<file path="src/design/ctrl_pkg.sv">
package ctrl_pkg;

    ////////////////////////////////////////////////////////////////////////////
    // instruction fields
    ////////////////////////////////////////////////////////////////////////////

    typedef logic [5:0] opcode_t;
    typedef logic [3:0] alu_fn_t;

    // class taken from opcode bits 5:4
    typedef enum logic [1:0] {
        ALU_REG = 2'b00,
        ALU_IMM = 2'b01,
        MEM     = 2'b10,
        ILLEGAL = 2'b11
    } op_class_e;

    function automatic op_class_e op_class(opcode_t op);
        return op_class_e'(op[5:4]);
    endfunction

    ////////////////////////////////////////////////////////////////////////////
    // stage payloads
    ////////////////////////////////////////////////////////////////////////////

    typedef enum logic {
        KIND_ALU = 1'b0,
        KIND_MEM = 1'b1
    } uop_kind_e;

    typedef enum logic {
        WB_ALU = 1'b0,
        WB_MEM = 1'b1
    } wb_sel_e;

    // fetch/decode to memory stage
    typedef struct packed {
        uop_kind_e kind;
        alu_fn_t   alu_fn;
        logic      use_imm;
        logic      store;
    } uop_t;

    // memory stage to writeback
    typedef struct packed {
        wb_sel_e wb_sel;
    } wb_op_t;

    ////////////////////////////////////////////////////////////////////////////
    // control lines per stage
    ////////////////////////////////////////////////////////////////////////////

    typedef struct packed {
        logic imem_req;
        logic ir_load;
        logic imm_load;
        logic pc_inc;
        logic illegal;
    } fetch_ctrl_t;

    typedef struct packed {
        logic    alu_en;
        alu_fn_t alu_fn;
        logic    alu_src_imm;
        logic    dmem_req;
        logic    dmem_we;
    } mem_ctrl_t;

    typedef struct packed {
        logic    rf_we;
        wb_sel_e wb_sel;
    } wb_ctrl_t;

endpackage

</file>
<file path="src/design/stage_reg.sv">
`timescale 1ns/1ps

// single-entry register between two stages
module stage_reg #(
    parameter type T = logic
) (
    input  logic clk,
    input  logic rst_n,
    input  logic in_valid,
    output logic in_ready,
    input  T     in_data,
    output logic out_valid,
    input  logic out_ready,
    output T     out_data
);

    logic full;
    T     data_q;

    // accept when empty or when the held entry leaves this cycle
    assign in_ready  = !full || out_ready;
    assign out_valid = full;
    assign out_data  = data_q;

    always_ff @(posedge clk)
    begin
        if (!rst_n)
        begin
            full <= 1'b0;
        end
        else if (in_valid && in_ready)
        begin
            full <= 1'b1;
        end
        else if (out_ready)
        begin
            full <= 1'b0;
        end
    end

    always_ff @(posedge clk)
    begin
        if (in_valid && in_ready)
        begin
            data_q <= in_data;
        end
    end

endmodule

</file>
<file path="src/design/fetch_decode.sv">
`timescale 1ns/1ps

module fetch_decode
    import ctrl_pkg::*;
(
    input  logic        clk,
    input  logic        rst_n,
    input  opcode_t     instr,
    input  logic        imem_valid,
    output fetch_ctrl_t fetch_ctrl,
    output logic        uop_valid,
    input  logic        uop_ready,
    output uop_t        uop
);

    typedef enum logic [2:0] {
        S_IDLE,
        S_REQ,
        S_DEC,
        S_IMM_REQ,
        S_ISSUE
    } state_e;

    state_e    state;
    state_e    state_next;
    opcode_t   ir;
    op_class_e ir_class;

    assign ir_class = op_class(ir);

    always_ff @(posedge clk)
    begin
        if (!rst_n)
        begin
            state <= S_IDLE;
        end
        else
        begin
            state <= state_next;
        end
    end

    // instruction register, loaded with the first word only
    always_ff @(posedge clk)
    begin
        if (state == S_REQ && imem_valid)
        begin
            ir <= instr;
        end
    end

    // micro-op straight from the held opcode
    always_comb
    begin
        uop.kind    = (ir_class == MEM) ? KIND_MEM : KIND_ALU;
        uop.alu_fn  = ir[3:0];
        uop.use_imm = (ir_class == ALU_IMM);
        uop.store   = (ir_class == MEM) && ir[0];
    end

    ////////////////////////////////////////////////////////////////////////////
    // sequencing and control lines
    ////////////////////////////////////////////////////////////////////////////

    always_comb
    begin
        state_next = state;
        fetch_ctrl = '0;
        uop_valid  = 1'b0;
        case (state)
            S_IDLE:
            begin
                state_next = S_REQ;
            end
            S_REQ:
            begin
                fetch_ctrl.imem_req = 1'b1;
                if (imem_valid)
                begin
                    fetch_ctrl.ir_load = 1'b1;
                    fetch_ctrl.pc_inc  = 1'b1;
                    state_next         = S_DEC;
                end
            end
            S_DEC:
            begin
                case (ir_class)
                    ALU_IMM:
                    begin
                        // immediate request starts right here
                        fetch_ctrl.imem_req = 1'b1;
                        if (imem_valid)
                        begin
                            fetch_ctrl.imm_load = 1'b1;
                            fetch_ctrl.pc_inc   = 1'b1;
                            state_next          = S_ISSUE;
                        end
                        else
                        begin
                            state_next = S_IMM_REQ;
                        end
                    end
                    ILLEGAL:
                    begin
                        fetch_ctrl.illegal = 1'b1;
                        state_next         = S_REQ;
                    end
                    default:
                    begin
                        uop_valid  = 1'b1;
                        state_next = uop_ready ? S_REQ : S_ISSUE;
                    end
                endcase
            end
            S_IMM_REQ:
            begin
                fetch_ctrl.imem_req = 1'b1;
                if (imem_valid)
                begin
                    fetch_ctrl.imm_load = 1'b1;
                    fetch_ctrl.pc_inc   = 1'b1;
                    state_next          = S_ISSUE;
                end
            end
            S_ISSUE:
            begin
                // held here under back-pressure, no fetching
                uop_valid = 1'b1;
                if (uop_ready)
                begin
                    state_next = S_REQ;
                end
            end
            default:
            begin
                state_next = S_IDLE;
            end
        endcase
    end

endmodule

</file>
<file path="src/design/mem_sequencer.sv">
`timescale 1ns/1ps

module mem_sequencer
    import ctrl_pkg::*;
(
    input  logic      clk,
    input  logic      rst_n,
    input  logic      op_valid,
    output logic      op_ready,
    input  uop_t      op,
    input  logic      dmem_ready,
    output mem_ctrl_t mem_ctrl,
    output logic      wb_valid,
    input  logic      wb_ready,
    output wb_op_t    wb_op
);

    typedef enum logic [1:0] {
        S_IDLE,
        S_EXEC,
        S_MREQ,
        S_HANDOFF
    } state_e;

    state_e state;
    state_e state_next;
    uop_t   cur;

    assign op_ready     = (state == S_IDLE);
    assign wb_op.wb_sel = (cur.kind == KIND_MEM) ? WB_MEM : WB_ALU;

    always_ff @(posedge clk)
    begin
        if (!rst_n)
        begin
            state <= S_IDLE;
        end
        else
        begin
            state <= state_next;
        end
    end

    always_ff @(posedge clk)
    begin
        if (op_valid && op_ready)
        begin
            cur <= op;
        end
    end

    always_comb
    begin
        state_next = state;
        mem_ctrl   = '0;
        wb_valid   = 1'b0;
        case (state)
            S_IDLE:
            begin
                if (op_valid)
                begin
                    state_next = (op.kind == KIND_MEM) ? S_MREQ : S_EXEC;
                end
            end
            S_EXEC:
            begin
                // single-cycle ALU pulse, result offered at once
                mem_ctrl.alu_en      = 1'b1;
                mem_ctrl.alu_fn      = cur.alu_fn;
                mem_ctrl.alu_src_imm = cur.use_imm;
                wb_valid             = 1'b1;
                state_next           = wb_ready ? S_IDLE : S_HANDOFF;
            end
            S_MREQ:
            begin
                mem_ctrl.dmem_req = 1'b1;
                mem_ctrl.dmem_we  = cur.store;
                if (dmem_ready)
                begin
                    if (cur.store)
                    begin
                        state_next = S_IDLE;
                    end
                    else
                    begin
                        wb_valid   = 1'b1;
                        state_next = wb_ready ? S_IDLE : S_HANDOFF;
                    end
                end
            end
            S_HANDOFF:
            begin
                // writeback link stalled
                wb_valid = 1'b1;
                if (wb_ready)
                begin
                    state_next = S_IDLE;
                end
            end
            default:
            begin
                state_next = S_IDLE;
            end
        endcase
    end

endmodule

</file>
<file path="src/design/writeback_sequencer.sv">
`timescale 1ns/1ps

module writeback_sequencer
    import ctrl_pkg::*;
(
    input  logic     clk,
    input  logic     rst_n,
    input  logic     op_valid,
    output logic     op_ready,
    input  wb_op_t   op,
    input  logic     dmem_valid,
    output wb_ctrl_t wb_ctrl
);

    typedef enum logic [1:0] {
        S_IDLE,
        S_WRITE,
        S_WAIT
    } state_e;

    state_e state;
    state_e state_next;

    // nothing new while a write or a load is pending
    assign op_ready = (state == S_IDLE);

    always_ff @(posedge clk)
    begin
        if (!rst_n)
        begin
            state <= S_IDLE;
        end
        else
        begin
            state <= state_next;
        end
    end

    always_comb
    begin
        state_next = state;
        wb_ctrl    = '0;
        case (state)
            S_IDLE:
            begin
                if (op_valid)
                begin
                    if (op.wb_sel == WB_ALU)
                    begin
                        state_next = S_WRITE;
                    end
                    else if (dmem_valid)
                    begin
                        // load data already back in the take cycle
                        wb_ctrl.rf_we  = 1'b1;
                        wb_ctrl.wb_sel = WB_MEM;
                    end
                    else
                    begin
                        state_next = S_WAIT;
                    end
                end
            end
            S_WRITE:
            begin
                wb_ctrl.rf_we  = 1'b1;
                wb_ctrl.wb_sel = WB_ALU;
                state_next     = S_IDLE;
            end
            S_WAIT:
            begin
                if (dmem_valid)
                begin
                    wb_ctrl.rf_we  = 1'b1;
                    wb_ctrl.wb_sel = WB_MEM;
                    state_next     = S_IDLE;
                end
            end
            default:
            begin
                state_next = S_IDLE;
            end
        endcase
    end

endmodule

</file>
<file path="src/design/cpu_controller.sv">
`timescale 1ns/1ps

module cpu_controller
    import ctrl_pkg::*;
(
    input  logic        clk,
    input  logic        rst_n,
    input  opcode_t     instr,
    input  logic        imem_valid,
    input  logic        dmem_ready,
    input  logic        dmem_valid,
    output fetch_ctrl_t fetch_ctrl,
    output mem_ctrl_t   mem_ctrl,
    output wb_ctrl_t    wb_ctrl
);

    ////////////////////////////////////////////////////////////////////////////
    // links between stages
    ////////////////////////////////////////////////////////////////////////////

    logic   issue_valid;
    logic   issue_ready;
    uop_t   issue_uop;
    logic   exec_valid;
    logic   exec_ready;
    uop_t   exec_uop;
    logic   wb_in_valid;
    logic   wb_in_ready;
    wb_op_t wb_in_op;
    logic   wb_out_valid;
    logic   wb_out_ready;
    wb_op_t wb_out_op;

    fetch_decode u_fetch_decode (
        .clk        (clk),
        .rst_n      (rst_n),
        .instr      (instr),
        .imem_valid (imem_valid),
        .fetch_ctrl (fetch_ctrl),
        .uop_valid  (issue_valid),
        .uop_ready  (issue_ready),
        .uop        (issue_uop)
    );

    stage_reg #(.T(uop_t)) u_issue_reg (
        .clk       (clk),
        .rst_n     (rst_n),
        .in_valid  (issue_valid),
        .in_ready  (issue_ready),
        .in_data   (issue_uop),
        .out_valid (exec_valid),
        .out_ready (exec_ready),
        .out_data  (exec_uop)
    );

    mem_sequencer u_mem_sequencer (
        .clk        (clk),
        .rst_n      (rst_n),
        .op_valid   (exec_valid),
        .op_ready   (exec_ready),
        .op         (exec_uop),
        .dmem_ready (dmem_ready),
        .mem_ctrl   (mem_ctrl),
        .wb_valid   (wb_in_valid),
        .wb_ready   (wb_in_ready),
        .wb_op      (wb_in_op)
    );

    stage_reg #(.T(wb_op_t)) u_wb_reg (
        .clk       (clk),
        .rst_n     (rst_n),
        .in_valid  (wb_in_valid),
        .in_ready  (wb_in_ready),
        .in_data   (wb_in_op),
        .out_valid (wb_out_valid),
        .out_ready (wb_out_ready),
        .out_data  (wb_out_op)
    );

    writeback_sequencer u_writeback_sequencer (
        .clk        (clk),
        .rst_n      (rst_n),
        .op_valid   (wb_out_valid),
        .op_ready   (wb_out_ready),
        .op         (wb_out_op),
        .dmem_valid (dmem_valid),
        .wb_ctrl    (wb_ctrl)
    );

endmodule

</file>
<file path="config.mk">
export PLATFORM = sky130hd
export DESIGN_NAME = cpu_controller
export DESIGN_NICKNAME = d
export VERILOG_FILES = /design/src/design/ctrl_pkg.sv /design/src/design/stage_reg.sv /design/src/design/fetch_decode.sv /design/src/design/mem_sequencer.sv /design/src/design/writeback_sequencer.sv /design/src/design/cpu_controller.sv
export SDC_FILE = /design/constraint.sdc
export NUM_CORES = 1
export LEC_CHECK = 0
export ABC_AREA = 1
export BUFFER_PORTS_ARGS = -buffer_cell sky130_fd_sc_hd__buf_2
export CORE_MARGIN = 2
export CORE_UTILIZATION = 45
export DETAILED_ROUTE_END_ITERATION = 10
export GPL_TIMING_DRIVEN = 0
export PLACE_DENSITY = 0.67
export SKIP_CTS_REPAIR_TIMING = 1
export SLEW_MARGIN = 20
export SYNTH_ARGS = -nofsm -noshare
export SYNTH_HDL_FRONTEND = slang
export SYNTH_SLANG_ARGS = --single-unit
</file>
<file path="constraint.sdc">
create_clock -name clk -period 4.6 [get_ports clk]
set_clock_uncertainty 0.05 [all_clocks]
set_input_delay 0.92 -clock clk [delete_from_list [all_inputs] [get_ports clk]]
set_output_delay 0.92 -clock clk [all_outputs]
set_load 0.03 [all_outputs]
</file>
==> flow_summary.json <==
{
  "p_leak_nw": 0.709,
  "dp_hpwl_mm": 1.56,
  "cts_made_buffers": 5,
  "post-route-util_pct": 56.8,
  "path_common_cell": "buf_2",
  "drt_wl_total_mm": 2.02,
  "root_buffer": "clkbuf_4",
  "cp_data_arrival_time_ps": 1800,
  "synth_top_area_share_pct": 49.0,
  "yosys_warnings": 0,
  "yosysMostFrequentCell": "inv_1",
  "clock.fmax_mhz": 361,
  "async_flop_share_pct": 0,
  "rsz0062_at_grt": "false",
  "antenna_found_initial": 0,
  "powerDensity_nw_per_um2": 511,
  "cts_tree": "yes",
  "clk_pin_slew_worst_paths_ps": 80,
  "tightest_slew_ps": 510,
  "htree_num_levels": 2,
  "seqCellArea_um2": 811,
  "comb_power_share_pct": 25.8,
  "cts_sinks": 30,
  "outcome": "finished, final reports clean",
  "crit_path_end_kind": "output port",
  "nets": 175,
  "avgSynthCellArea_um2": 9.75,
  "synth.ff_latch_count": 30,
  "num_rows": 19,
  "clk-insertion-delay-late_ps": 320,
  "areaGrowthSynthToFinish_pct": 20.6,
  "fp.dieW_um": 57.5,
  "hold_path_class": "flip-flop to flip-flop",
  "required_ps": 3630,
  "synth_top_cell_by_area": "edfxtp_1",
  "slew_violations": 0,
  "finalCriticalPeriod_ps": 2770,
  "first_global_vias": 846,
  "synth_cell_types": 24,
  "power.switching_w": 0.000249,
  "drc": 0,
  "setup_viol": 0,
  "p_sw_share_pct": 31.4,
  "yosys-top-cells-area": "edfxtp_1, dfxtp_1, inv_1",
  "maxSlewHeadroom_pct": 65.9,
  "grt-ovfl-total": 0,
  "gr-usage-all-layers_pct": 13.7,
  "wl_per_cell_um": 10.3,
  "boundaryPins": 26,
  "core_area_um2": 2730,
  "layout_setup_ws_ps": 1830,
  "multi_input_area_um2": 364,
  "synth-edff-count": 21,
  "ir_drop_mv": 0.434,
  "grt_max_degree": 11,
  "critPathSlowestCell": "nor2_1",
  "gp_congestion": 0.806,
  "portBuffers": 25,
  "vias": 952,
  "critical_path.max_stage_delay_ps": 400,
  "synth_area_um2": 1290,
  "critPathKind": "input pin to output port",
  "clk_path_buf_depth": 2,
  "initial_core_util_pct": 47.1,
  "critPathMaxFanout": 7,
  "syn_nets": 143,
  "synthTopCellsByCount": "inv_1, edfxtp_1, nor2_1",
  "grt_first_pass_wirelength_mm": 3.36,
  "drv_cap": 0,
  "nFillCells": 248,
  "path_cells": "buf_2 -> inv_1 -> nor2_1 -> buf_2",
  "start_kind": "input pin",
  "die_y_um": 57.5,
  "die-area_um2": 3310,
  "tns_ps": 0,
  "hold_viol": 0,
  "first_iter_violations": 25,
  "clockPowerShare_pct": 32.2,
  "place_ws_ps": 1810,
  "synthFlopType": "edfxtp_1",
  "finalCritPeriodShare_pct": 60.3,
  "seqPwrFrac_pct": 42.0,
  "ant_nets": 0,
  "synth_cells": 132,
  "drive_gt1_share_pct": 26.7,
  "yosysSeqAreaShare_pct": 63.0,
  "num_antenna_cells": 0,
  "first_pass_iters": 4,
  "p_int_w": 0.000544,
  "viasPerCell": 4.86
}
## cell usage in the layout, fill, tap and decap left out, drive strengths merged, types with 2 or more instances in the layout
master,synthesis,layout
o21ai,7,7
nand3,8,8
nor2,24,24
dfxtp,9,9
bufinv,0,2
edfxtp,21,21
a21oi,7,7
nor3,2,2
buf,0,25
nand2,16,16
clkbuf,0,5
inv,30,30
## power by group through the flow
stage / combinational, W / clock (W) / sequential (W)
after floorplan: 0.000159 / 0 / 0.000335
after global placement: 0.000200 / 0 / 0.000338
after detailed placement: 0.000206 / 0 / 0.000339
after CTS: 0.000207 / 0.000261 / 0.000333
after global routing: 0.000227 / 0.000272 / 0.000337
final: 0.000205 / 0.000255 / 0.000333
## logic make-up (layout without fill, tap and decap cells)
kind of cell	count (synthesis)	in the layout	share of synthesized area, %
buf+inv	30	63	8.75
flops	30	30	63.0
compound gates	18	18	8.07
simple gates	54	54	20.2
## layer usage
metal	track usage [%]	routed length (um)	share of wire, %
met1	16.1	866	43
met2	21.1	961	48
met3	6.35	144	7.1
met4	6.98	44	2.2
met5	0	0	0
## through the flow
stage | total power, W | cell area, um^2 | hold slack, ps | cells
final | 0.000794 | 1550 | 377 | 196
after global routing | 0.000836 | 1550 | 395 | 196
after CTS | 0.000801 | 1550 | 377 | 196
after detailed placement | 0.000546 | 1450 | 356 | 188
after global placement | 0.000538 | 1450 | 354 | 188
after floorplan | 0.000494 | 1290 | 350 | 132
## worst paths after layout
path / to / start / slack, ps / depth (start not counted)
max reg2reg: u_issue_reg.out_data[3] / u_fetch_decode.state[1] / 2890 / 6
min reg2reg: u_mem_sequencer.cur[1] / u_issue_reg.out_data[1] / 380 / 0
max: fetch_ctrl[3] / imem_valid / 1830 / 4
min: u_mem_sequencer.cur[1] / u_issue_reg.out_data[1] / 380 / 0
## critical path: cells and delay by family
kind                   cells  cell delay [ps]
buffers and inverters      3              490
AND/OR/NAND/NOR            1              400
## registers in the layout, indices dropped and copies added, names as in the netlist
register                     cells
u_fetch_decode.ir                6
u_fetch_decode.state             3
u_issue_reg.out_data             7
u_issue_reg.out_valid            1
u_mem_sequencer.cur              7
u_mem_sequencer.state            2
u_wb_reg.out_data                1
u_wb_reg.out_valid               1
u_writeback_sequencer.state      2
## final cells by class
cell class,instances,area share (%)
clock inverters,3,4.11
well taps,31,2.50
inverters,30,7.25
repair buffers,25,8.06
clock buffers,5,2.42
flip-flops and latches,30,52.2
multi-input cells,72,23.4
(Power assumes the default switching activity.)
